===== src/cplx_pkg.sv =====
package cplx_pkg;

	////////////////////////////////////////////////////////////
	// widths
	////////////////////////////////////////////////////////////

	localparam int DATA_WIDTH  = 16; // one real or imag part, Q15
	localparam int PORTA_WIDTH = 30; // core a port
	localparam int PORTB_WIDTH = 18; // core b port
	localparam int PORTP_WIDTH = 48; // core p port / accumulator

	////////////////////////////////////////////////////////////
	// opcodes
	////////////////////////////////////////////////////////////

	typedef enum logic [2:0] {
		OP_NOP   = 3'd0, // no instruction
		OP_CMUL  = 3'd1, // x * y
		OP_CMULC = 3'd2, // x * conj(y)
		OP_CMAC  = 3'd3, // acc += x * y
		OP_CMACC = 3'd4  // acc += x * conj(y)
	} op_e;

	////////////////////////////////////////////////////////////
	// per-core mode fields
	////////////////////////////////////////////////////////////

	typedef enum logic {
		X_ZERO = 1'b0, // x operand forced to zero
		X_MULT = 1'b1  // x operand from m register
	} xsel_e;

	typedef enum logic {
		Z_ZERO = 1'b0, // restart accumulation
		Z_P    = 1'b1  // p feedback
	} zsel_e;

	typedef enum logic {
		ALU_ADD = 1'b0, // z + x
		ALU_SUB = 1'b1  // z - x
	} alumode_e;

endpackage


===== src/alu.sv =====
`timescale 1ns/1ps

module alu import cplx_pkg::*; (
	input  logic                   clk,
	input  logic                   rst_n_i,
	input  logic [PORTA_WIDTH-1:0] a_i,       // sign-extended operand
	input  logic [PORTB_WIDTH-1:0] b_i,       // sign-extended operand
	input  logic                   cea2_i,    // a2 load enable
	input  logic                   ceb2_i,    // b2 load enable
	input  logic                   cep_i,     // p load enable
	input  xsel_e                  xsel_i,    // x mux select, p stage
	input  zsel_e                  zsel_i,    // z mux select, p stage
	input  alumode_e               alumode_i, // add or subtract, p stage
	output logic [PORTP_WIDTH-1:0] p_o
);

	////////////////////////////////////////////////////////////
	// operand and product registers
	////////////////////////////////////////////////////////////

	logic signed [PORTA_WIDTH-1:0] a2_q; // a2 stage
	logic signed [PORTB_WIDTH-1:0] b2_q; // b2 stage
	logic signed [PORTP_WIDTH-1:0] m_q;  // product register
	logic signed [PORTP_WIDTH-1:0] p_q;  // accumulator

	logic signed [PORTP_WIDTH-1:0] x_mux;
	logic signed [PORTP_WIDTH-1:0] z_mux;
	logic signed [PORTP_WIDTH-1:0] alu_res;

	// edge 1
	always_ff @(posedge clk) begin
		if (cea2_i) begin
			a2_q <= a_i;
		end
		if (ceb2_i) begin
			b2_q <= b_i;
		end
	end

	// edge 2, free running so several items can be in flight
	always_ff @(posedge clk) begin
		if (!rst_n_i) begin
			m_q <= '0;
		end else begin
			m_q <= a2_q * b2_q; // 30x18 fits in 48 bits
		end
	end

	////////////////////////////////////////////////////////////
	// x / z muxes and post-adder
	////////////////////////////////////////////////////////////

	always_comb begin
		case (xsel_i)
			X_MULT:  x_mux = m_q;
			default: x_mux = '0; // X_ZERO
		endcase
	end

	always_comb begin
		case (zsel_i)
			Z_P:     z_mux = p_q; // accumulate
			default: z_mux = '0;  // Z_ZERO, new result
		endcase
	end

	always_comb begin
		case (alumode_i)
			ALU_SUB: alu_res = z_mux - x_mux;
			default: alu_res = z_mux + x_mux; // ALU_ADD
		endcase
	end

	// edge 3, holds between instructions
	always_ff @(posedge clk) begin
		if (!rst_n_i) begin
			p_q <= '0;
		end else if (cep_i) begin
			p_q <= alu_res;
		end
	end

	assign p_o = p_q;

endmodule


===== src/complex_alu.sv =====
`timescale 1ns/1ps

module complex_alu import cplx_pkg::*; #(
	parameter int FRAC_BITS = 15 // binary point of the products
) (
	input  logic                      clk,
	input  logic                      rst_n_i,
	input  logic [2*DATA_WIDTH-1:0]   din_1_i,     // x, real in upper half
	input  logic [2*DATA_WIDTH-1:0]   din_2_i,     // y, real in upper half
	input  logic                [3:0] cea2_i,      // core_1 at bit 3
	input  logic                [3:0] ceb2_i,
	input  logic                [3:0] cep_i,
	input  xsel_e               [3:0] xsel_i,
	input  zsel_e               [3:0] zsel_i,
	input  alumode_e            [3:0] alumode_i,
	input  logic                      out_valid_i,
	output logic [2*DATA_WIDTH-1:0]   dout_o,      // {I, Q}
	output logic                      valid_o
);

	localparam int A_EXT = PORTA_WIDTH - DATA_WIDTH;
	localparam int B_EXT = PORTB_WIDTH - DATA_WIDTH;
	localparam int RND_W = PORTP_WIDTH + 2; // sum plus rounding headroom
	localparam int RND_BIT = (FRAC_BITS > 0) ? FRAC_BITS - 1 : 0;

	localparam logic signed [RND_W-1:0] ROUND   = (FRAC_BITS > 0) ? (1 << RND_BIT) : 0;
	localparam logic signed [RND_W-1:0] SAT_MAX = (1 << (DATA_WIDTH - 1)) - 1;
	localparam logic signed [RND_W-1:0] SAT_MIN = -(1 << (DATA_WIDTH - 1));

	logic [DATA_WIDTH-1:0]  xr, xi, yr, yi;
	logic [PORTA_WIDTH-1:0] a_xr, a_xi; // x parts on the a ports
	logic [PORTB_WIDTH-1:0] b_yr, b_yi; // y parts on the b ports

	logic signed [PORTP_WIDTH-1:0] p_1, p_2, p_3, p_4;
	logic signed [RND_W-1:0]       i_sum, q_sum;

	logic [2*DATA_WIDTH-1:0] dout_q;
	logic                    valid_q;

	// half-up rounding at FRAC_BITS, then clamp to 16-bit signed
	function automatic logic [DATA_WIDTH-1:0] round_sat(input logic signed [RND_W-1:0] s);
		logic signed [RND_W-1:0] r;
		r = (s + ROUND) >>> FRAC_BITS;
		if (r > SAT_MAX) begin
			r = SAT_MAX;
		end else if (r < SAT_MIN) begin
			r = SAT_MIN;
		end
		return r[DATA_WIDTH-1:0];
	endfunction

	////////////////////////////////////////////////////////////
	// operand routing
	////////////////////////////////////////////////////////////

	assign xr = din_1_i[2*DATA_WIDTH-1:DATA_WIDTH];
	assign xi = din_1_i[DATA_WIDTH-1:0];
	assign yr = din_2_i[2*DATA_WIDTH-1:DATA_WIDTH];
	assign yi = din_2_i[DATA_WIDTH-1:0];

	assign a_xr = {{A_EXT{xr[DATA_WIDTH-1]}}, xr};
	assign a_xi = {{A_EXT{xi[DATA_WIDTH-1]}}, xi};
	assign b_yr = {{B_EXT{yr[DATA_WIDTH-1]}}, yr};
	assign b_yi = {{B_EXT{yi[DATA_WIDTH-1]}}, yi};

	alu core_1 ( // xr * yr
		.clk(clk), .rst_n_i(rst_n_i), .a_i(a_xr), .b_i(b_yr),
		.cea2_i(cea2_i[3]), .ceb2_i(ceb2_i[3]), .cep_i(cep_i[3]),
		.xsel_i(xsel_i[3]), .zsel_i(zsel_i[3]), .alumode_i(alumode_i[3]),
		.p_o(p_1)
	);

	alu core_2 ( // xi * yi
		.clk(clk), .rst_n_i(rst_n_i), .a_i(a_xi), .b_i(b_yi),
		.cea2_i(cea2_i[2]), .ceb2_i(ceb2_i[2]), .cep_i(cep_i[2]),
		.xsel_i(xsel_i[2]), .zsel_i(zsel_i[2]), .alumode_i(alumode_i[2]),
		.p_o(p_2)
	);

	alu core_3 ( // xr * yi
		.clk(clk), .rst_n_i(rst_n_i), .a_i(a_xr), .b_i(b_yi),
		.cea2_i(cea2_i[1]), .ceb2_i(ceb2_i[1]), .cep_i(cep_i[1]),
		.xsel_i(xsel_i[1]), .zsel_i(zsel_i[1]), .alumode_i(alumode_i[1]),
		.p_o(p_3)
	);

	alu core_4 ( // xi * yr
		.clk(clk), .rst_n_i(rst_n_i), .a_i(a_xi), .b_i(b_yr),
		.cea2_i(cea2_i[0]), .ceb2_i(ceb2_i[0]), .cep_i(cep_i[0]),
		.xsel_i(xsel_i[0]), .zsel_i(zsel_i[0]), .alumode_i(alumode_i[0]),
		.p_o(p_4)
	);

	////////////////////////////////////////////////////////////
	// combine, round, saturate
	////////////////////////////////////////////////////////////

	assign i_sum = p_1 + p_2; // signs already applied in the cores
	assign q_sum = p_3 + p_4;

	always_ff @(posedge clk) begin
		if (out_valid_i) begin
			dout_q <= {round_sat(i_sum), round_sat(q_sum)}; // edge 4
		end
	end

	always_ff @(posedge clk) begin
		if (!rst_n_i) begin
			valid_q <= 1'b0;
		end else begin
			valid_q <= out_valid_i;
		end
	end

	assign dout_o  = dout_q;
	assign valid_o = valid_q;

endmodule


===== src/complex_proc_top.sv =====
`timescale 1ns/1ps

module complex_proc_top import cplx_pkg::*; #(
	parameter int FRAC_BITS = 15 // Q15 by default
) (
	input  logic                    clk,
	input  logic                    rst_n_i,
	input  logic                    valid_i, // instruction strobe
	input  op_e                     op_i,
	input  logic [2*DATA_WIDTH-1:0] x_i,     // {re, im}
	input  logic [2*DATA_WIDTH-1:0] y_i,     // {re, im}
	output logic                    valid_o, // 4 cycles after valid_i
	output logic [2*DATA_WIDTH-1:0] z_o      // {I, Q}
);

	logic     [3:0] cea2, ceb2, cep; // per-core enables
	xsel_e    [3:0] xsel;
	zsel_e    [3:0] zsel;
	alumode_e [3:0] alumode;
	logic           out_valid;

	inst_decoder decoder_inst (
		.clk(clk),
		.rst_n_i(rst_n_i),
		.valid_i(valid_i),
		.op_i(op_i),
		.cea2_o(cea2),
		.ceb2_o(ceb2),
		.cep_o(cep),
		.xsel_o(xsel),
		.zsel_o(zsel),
		.alumode_o(alumode),
		.out_valid_o(out_valid)
	);

	complex_alu #(
		.FRAC_BITS(FRAC_BITS)
	) complex_alu_inst (
		.clk(clk), .rst_n_i(rst_n_i),
		.din_1_i(x_i), .din_2_i(y_i), // operands straight in
		.cea2_i(cea2), .ceb2_i(ceb2), .cep_i(cep),
		.xsel_i(xsel), .zsel_i(zsel), .alumode_i(alumode),
		.out_valid_i(out_valid),
		.dout_o(z_o),
		.valid_o(valid_o)
	);

endmodule


===== src/inst_decoder.sv =====
`timescale 1ns/1ps

module inst_decoder import cplx_pkg::*; (
	input  logic           clk,
	input  logic           rst_n_i,
	input  logic           valid_i,     // one instruction per strobe
	input  op_e            op_i,
	output logic     [3:0] cea2_o,      // core_1 at bit 3
	output logic     [3:0] ceb2_o,
	output logic     [3:0] cep_o,       // two cycles after valid_i
	output xsel_e    [3:0] xsel_o,      // p stage aligned
	output zsel_e    [3:0] zsel_o,
	output alumode_e [3:0] alumode_o,
	output logic           out_valid_o  // rounding register load
);

	logic       take;      // valid non-nop instruction
	logic [3:0] sub_pat;   // per-core subtract, core_1 at bit 3
	logic       acc;       // accumulate onto p
	logic [2:0] valid_sr;  // stage valids

	xsel_e    [3:0] xsel_d,    xsel_q1,    xsel_q2;
	zsel_e    [3:0] zsel_d,    zsel_q1,    zsel_q2;
	alumode_e [3:0] alumode_d, alumode_q1, alumode_q2;

	assign take   = valid_i && (op_i != OP_NOP);
	assign cea2_o = {4{take}}; // operands load on the valid_i edge
	assign ceb2_o = {4{take}};

	////////////////////////////////////////////////////////////
	// opcode to per-core modes
	////////////////////////////////////////////////////////////

	always_comb begin
		case (op_i)
			OP_CMUL: begin
				sub_pat = 4'b0100; // I = rr - ii, Q = ri + ir
				acc     = 1'b0;
			end
			OP_CMULC: begin
				sub_pat = 4'b0010; // I = rr + ii, Q = ir - ri
				acc     = 1'b0;
			end
			OP_CMAC: begin
				sub_pat = 4'b0100;
				acc     = 1'b1;
			end
			OP_CMACC: begin
				sub_pat = 4'b0010;
				acc     = 1'b1;
			end
			default: begin
				sub_pat = 4'b0000;
				acc     = 1'b0;
			end
		endcase
		for (int k = 0; k < 4; k++) begin
			xsel_d[k]    = take ? X_MULT : X_ZERO;
			zsel_d[k]    = acc ? Z_P : Z_ZERO;
			alumode_d[k] = sub_pat[k] ? ALU_SUB : ALU_ADD;
		end
	end

	////////////////////////////////////////////////////////////
	// stage delays
	////////////////////////////////////////////////////////////

	always_ff @(posedge clk) begin
		if (!rst_n_i) begin
			valid_sr <= '0;
			for (int k = 0; k < 4; k++) begin
				xsel_q1[k]    <= X_ZERO;
				xsel_q2[k]    <= X_ZERO;
				zsel_q1[k]    <= Z_ZERO;
				zsel_q2[k]    <= Z_ZERO;
				alumode_q1[k] <= ALU_ADD;
				alumode_q2[k] <= ALU_ADD;
			end
		end else begin
			valid_sr   <= {valid_sr[1:0], take}; // a2/b2, m, p stages
			xsel_q1    <= xsel_d;    // m stage
			xsel_q2    <= xsel_q1;   // p stage
			zsel_q1    <= zsel_d;
			zsel_q2    <= zsel_q1;
			alumode_q1 <= alumode_d;
			alumode_q2 <= alumode_q1;
		end
	end

	assign cep_o       = {4{valid_sr[1]}}; // p loads on edge 3
	assign xsel_o      = xsel_q2;
	assign zsel_o      = zsel_q2;
	assign alumode_o   = alumode_q2;
	assign out_valid_o = valid_sr[2];      // output reg on edge 4

endmodule


===== config.mk =====
export PLATFORM = sky130hd
export DESIGN_NAME = complex_proc_top
export DESIGN_NICKNAME = d
export VERILOG_FILES = /design/src/cplx_pkg.sv /design/src/alu.sv /design/src/complex_alu.sv /design/src/complex_proc_top.sv /design/src/inst_decoder.sv
export SDC_FILE = /design/constraint.sdc
export NUM_CORES = 2
export LEC_CHECK = 0
export BUFFER_PORTS_ARGS = -buffer_cell sky130_fd_sc_hd__buf_2
export CORE_MARGIN = 5
export CORE_UTILIZATION = 55
export CTS_BUF_LIST = sky130_fd_sc_hd__clkbuf_8
export DETAILED_ROUTE_END_ITERATION = 10
export PLACE_DENSITY = 0.81
export SETUP_SLACK_MARGIN = 0.15
export SLEW_MARGIN = 20
export SYNTH_ARGS = -nofsm -noshare
export SYNTH_HDL_FRONTEND = slang
export SYNTH_HIERARCHICAL = 1
export SYNTH_SLANG_ARGS = --single-unit

===== constraint.sdc =====
create_clock -name clk -period 8.6 [get_ports clk]
set_input_delay 0.43 -clock clk [delete_from_list [all_inputs] [get_ports clk]]
set_output_delay 0.43 -clock clk [all_outputs]
set_load 0.05 [all_outputs]

=== After elaboration in Yosys (flattened, before gate mapping) ===
Index checks and enable logic that the tools add are counted.

* Bits in registers: 496
* Latch bits: 0
* Bits in writable memories: 0
* Bits in read-only memories: 0
* Input port bits: 70
* Output and inout bits: 33
* Memories: 0

* Add/sub/neg operators: 12
* Multipliers: 4
* Div/mod/pow operators: 0
* $lt $le $gt $ge: 4
* Eq/ne operators: 4
* Shift operators: 0
* Muxes and demuxes: 22
* Bitwise operators: 0
* Reductions and logical operators: 5

{| class="wikitable"
|+ Operators with widths
! cell !! count
|-
| 48-bit 2-to-1 mux || 12
|-
| 48-bit adder || 4
|-
| 48-bit subtractor || 4
|-
| 16-bit by 16-bit multiplier with 32-bit output || 4
|-
| 49-bit by 16-bit adder with 50-bit output, second input constant || 2
|-
| 48-bit by 48-bit adder with 49-bit output || 2
|-
| 35-bit by 16-bit > comparator with 1-bit output, second input constant || 2
|-
| 35-bit by 16-bit less-than comparator with 1-bit output, second input constant || 2
|-
| 16-bit 2-to-1 mux || 2
|-
| 1-bit 2-to-1 mux || 7
|-
| 3-bit by 2-bit == test with 1-bit output, second input constant || 2
|-
| 3-bit one-hot mux with 2 select lines || 1
|-
| 2-bit OR reduction || 3
|-
| 3-bit by 1-bit == test with 1-bit output, second input constant || 1
|-
| 3-bit == test, second input constant || 1
|-
| 3-bit nonzero test || 1
|-
| 1-bit logical AND || 1
|}

=== Longest topological paths before layout ===
* Word-level depth: 4
* Mapped depth: 27
* Depth with buffers taken out: 24

=== Modules after synthesis ===
Netlist, hierarchy kept.

{| class="wikitable"
|+ Modules (own cells, without submodules)
! module !! times used !! cells an instance !! area an instance (µm²)
|-
| alu at complex_alu_inst.core_2 || 1 || 3162 || 27784.1
|-
| alu at complex_alu_inst.core_4 || 1 || 3177 || 27704.1
|-
| alu at complex_alu_inst.core_1 || 1 || 3162 || 27617.7
|-
| alu at complex_alu_inst.core_3 || 1 || 3132 || 27497.6
|-
| complex_alu || 1 || 1082 || 8602.0
|-
| inst_decoder || 1 || 45 || 431.7
|}

=== Worst setup path after synthesis ===
OpenSTA, ideal clock, no wires.

* Kind: register to register
* From: register complex_alu_inst/core_1/b2_q[17] (netlist name)
* To: register complex_alu_inst.core_1.m_q[41]
* Setup time: 0.115 ns
* Arrival time: 6.427 ns
* Data required time: 8.485 ns
* Slack: 2.059 ns
* Cell stages (with the launch flop): 23
* Path buffers: 2
* Clock period less this slack: 6.541 ns
* Cells stage by stage: edfxtp_1 > clkinv_1 > buf_1 > nor2_1 > fa_1 > fa_1 > fa_1 > fa_1 > fa_1 > inv_1 > fa_1 > inv_1 > ha_1 > clkbuf_1 > a2111oi_0 > o221ai_1 > and3_1 > a211oi_1 > a21oi_1 > a211oi_1 > o31ai_1 > xor2_1 > and2_1

* Word-level cells in the longest chain between the ends: 1

{| class="wikitable"
|+ Ends and longest elaborated chain
! item !! line !! source
|-
| 16-bit by 16-bit multiplier with 32-bit output || alu.sv:45 || <nowiki>m_q <= a2_q * b2_q;</nowiki>
|-
| to (signal assigned) || alu.sv:45 ||
|-
| to (decl) || alu.sv:23 || <nowiki>logic signed [PORTP_WIDTH-1:0] m_q;</nowiki>
|}

Every way passes these cells.
A chain may end at the register's enable or synchronous reset.

=== Worst setup path in the final report ===
* From: register complex_alu_inst.core_3.b2_q[3]
* To: register complex_alu_inst.core_3.m_q[43]

* Word-level cells in the longest chain between the ends: 1

{| class="wikitable"
|+ Ends and longest elaborated chain
! item !! line !! source
|-
| from (decl) || alu.sv:22 || <nowiki>logic signed [PORTB_WIDTH-1:0] b2_q;</nowiki>
|-
| from (signal assigned) || alu.sv:36 || <nowiki>b2_q <= b_i;</nowiki>
|-
| 16-bit by 16-bit multiplier with 32-bit output || alu.sv:45 ||
|-
| to (signal assigned) || alu.sv:45 ||
|-
| to (decl) || alu.sv:23 ||
|}

Every way passes these cells.

==> flow_summary_export.csv <==
group,metric,value,unit
status,status,"finished, final reports clean",
finish,areaGrowthSynthToFinish,4.498,%
route,first_pass_iters,9,
place,placed_cells,16140,
cts,clock-root-buffer,"clkbuf_8",
finish,nNetsFinal,16480,
grt,grt_max_degree,110,
sta,clock_skew,0.08941,ns
grt,grt_first_pass_wirelength,524900,um
route,viasPerCell,5.798,
place,gp_congestion,0.9990,
route,totalWireLength,326100,um
place,hpwl,258500,um
yosys,synth_top_area_frac,0.3494,
sta,slew_violations,0,
floorplanning,dieArea,226900,sq um
critical_path,cp.required,9.33,ns
route,drt_iter0_markers,8619,
floorplanning,start_util,0.5520,
finish,layout_common_cells,"inv_1 (2533), fa_1 (2088), nand2_1 (1772), and2_1 (1134), ha_1 (848)",
route,detail_route.wl_per_cell,19.85,um
sta,period_needed,7.549,ns
route,dr_total_vias,95280,
cts,cts_buffers,114,
yosys,synth_seq_area_share,0.1222,
sta,rsz0062_at_grt,"false",
yosys,synth_top_area_cell,"fa_1",
cts,path_clk_slew,0.07,ns
critical_path,cpMostUsedCell,"fa_1",
flow_run,cap_violations,0,
yosys,yosysUniqueCellTypes,143,
route,ant_nets,0,
yosys,synth_area_leaders,"fa_1 (35%), ha_1 (8.9%), inv_1 (7.9%)",
worst_hold_path,hold_class,"input port to flop",
cts,insertion_delay,0.91,ns
sta,setup_viol,0,
route,post-route-drc-count,0,
critical_path,path_cells,"nand2_1, fa_1, fa_1, fa_1, inv_1, fa_1, fa_1, inv_1, fa_1, inv_1, ha_1, and4_1, a221o_1, o211a_1, o2111ai_1, a21oi_1, o31ai_1, o21ai_0, xor2_1, and2_1",
yosys,synth_edf_count,224,
grt,grt_overflow,0,
cts,cts_tree,"built",
finish,drive_above_1_share,0.04230,
floorplanning,rows,171,
floorplanning,die_w,476.4,um
yosys,synthArstFlopShare,0,
finish,final-instance-count-excl-fill,16430,
sta,hold_viol_final,0,
yosys,synthCells,13760,
critical_path,max_stage_delay,0.99,ns
grt,antenna_found_initial,12,
critical_path,slowest_stage,"edfxtp_1",
sta,clock.fmax,0.1325,GHz
critical_path,cp-end-kind,"flop",
sta,fin_tns_setup,0,ns
floorplanning,coreArea,216700,sq um
critical_path,cp-start-kind,"flop",
grt,grt_usage,0.2867,
finish,fillerInstances,18800,
yosys,synth_area,119600,sq um
critical_path,cp.arrival,8.28,ns
sta,slew_headroom,0.1178,
sta,worstMarginPinSlew,1.305,ns
yosys,yosys_most_used_dff,"dfxtp_1",
yosys,ys_warn_count,6,
cts,clockBufferDepth,3,
critical_path,crit_fanout,21,
grt,grt_pass1_vias,97780,
critical_path,setup.worst_path.class,"flop to flop",
yosys,ys_seq_elements,618,
finish,mostFrequentLayoutCell,"inv_1",
cts,clock-sinks,618,
sta,fin_crit_sh,0.8778,
cts,htreeDepth,3,
yosys,avgSynthCellArea,8.695,sq um
floorplanning,die_h,476.4,um
floorplanning,pin_count,103,
place,port-buffer-count,102,
[repair_timing]
item	CTS	global route
setup endpoints to repair	0	0
hold endpoints to repair	135	0
hold buffers	67	0
setup buffers	0	0
resized for setup	0	0
[stage by stage]
stage          area (sq um)    util  hold slack [ns]  setup WS [ns]
4_1_cts              124900  0.5765          0.06837          1.109
6_report             125000  0.5768           0.1550          1.051
5_1_grt              125000  0.5768           0.1147         0.7542
3_3_place_gp         121600  0.5612           0.4163          1.308
3_5_place_dp         121700  0.5613           0.4205          1.170
2_1_floorplan        119600       -           0.4118          2.059
[cells in the mapped netlist (16+ instances only)]
library cell and number:
a211o_1 18, a211oi_1 71, a21o_1 258, a21oi_1 587
a31oi_1 79, a41oi_1 26, and2_1 1134, and3_1 57
and4_1 17, buf_1 34, buf_2 17, buf_4 30
buf_6 17, clkbuf_1 573, dfxtp_1 394, edfxtp_1 224
fa_1 2088, ha_1 848, inv_1 2516, mux2i_1 120
nand2_1 1772, nand2b_1 84, nand3_1 198, nand3b_1 27
nand4_1 108, nor2_1 669, nor2b_1 63, nor3_1 121
nor3b_1 16, nor4_1 41, o2111ai_1 16, o211ai_1 106
o21a_1 70, o21ai_0 267, o21ai_1 51, o21bai_1 68
o311ai_0 16, o31ai_1 29, or3_1 67, xnor2_1 222
xor2_1 233
[path summary, 6_finish.rpt]
| check | startpoint | endpoint | slack (ns) | cells after the start |
|---|---|---|---|---|
| max | complex_alu_inst/core_3/b2_q[3] | complex_alu_inst/core_3/m_q[43] | 1.05 | 20 |
| min | x_i[15] | complex_alu_inst/core_2/a2_q[18] | 0.15 | 1 |
| max reg2reg | complex_alu_inst/core_3/b2_q[3] | complex_alu_inst/core_3/m_q[43] | 1.05 | 20 |
| min reg2reg | decoder_inst/valid_sr[0] | decoder_inst/valid_sr[1] | 0.43 | 1 |
[layout make-up]
type	count	area, sq um	share of cell area
Sequential cell	618	14630	0.1170
Inverter	2521	9463	0.07569
Clock buffer	125	1720	0.01376
Timing Repair Buffer	282	2122	0.01697
Clock inverter	90	889.6	0.007116
Antenna cell	8	20.02	0.0001601
Multi-Input combinational cell	9935	92610	0.7407
Tap cell	2854	3571	0.02856
[kinds of logic (layout without fill, tap and decap cells)]
| group | Yosys count | in the layout | synth area share |
|---|---|---|---|
| buffers and inverters | 3208 | 3018 | 0.1038 |
| XOR/XNOR | 457 | 457 | 0.03358 |
| other | 1 | 10 | 0.00003134 |
| multiplexers | 125 | 125 | 0.01060 |
| flip-flops | 618 | 618 | 0.1222 |
| adder cells (fa/ha/maj) | 2936 | 2936 | 0.4381 |
| AO/OA/AOI/OAI | 1936 | 1936 | 0.1089 |
| AND/OR/NAND/NOR | 4479 | 4479 | 0.1828 |
[state kept, by name, summed over array words and instances, names as in the netlist, 2 cells and up]
register,flops
decoder_inst/alumode_o,2
complex_alu_inst/core_1/p_o,48
complex_alu_inst/core_1/m_q,48
complex_alu_inst/core_3/p_o,48
complex_alu_inst/core_3/b2_q,18
complex_alu_inst/core_1/b2_q,18
complex_alu_inst/core_2/a2_q,30
complex_alu_inst/core_3/a2_q,30
complex_alu_inst/dout_o,32
decoder_inst/alumode_q1,2
complex_alu_inst/core_2/b2_q,18
complex_alu_inst/core_4/b2_q,18
complex_alu_inst/core_2/p_o,48
decoder_inst/valid_sr,3
complex_alu_inst/core_1/a2_q,30
complex_alu_inst/core_4/p_o,48
complex_alu_inst/core_3/m_q,48
complex_alu_inst/core_4/m_q,48
complex_alu_inst/core_4/a2_q,30
complex_alu_inst/core_2/m_q,48
[routing by layer]
metal  global-route usage  up-vias  part of all wire
met2               0.4610     4336              0.46
met5                    0        -          0.000040
met3              0.06110      837             0.095
li1                     -    42720                 -
met1               0.3798    47380              0.40
met4               0.1152        2             0.048
[worst max-delay path, delay by kind of cell, from the launching register on]
kind                       cells  cell delay (ns)
adders and majority gates      7             3.51
AOI/OAI and AO/OA              6             1.93
DFF                            1             0.99
and+or+nand+nor                3             0.59
xor gates and xnor gates       1             0.18
buffers and inverters          3             0.16
Power is left out: the tool's default activity adds up to more than one toggle a clock period on the data nets, which glitch-free logic cannot reach.
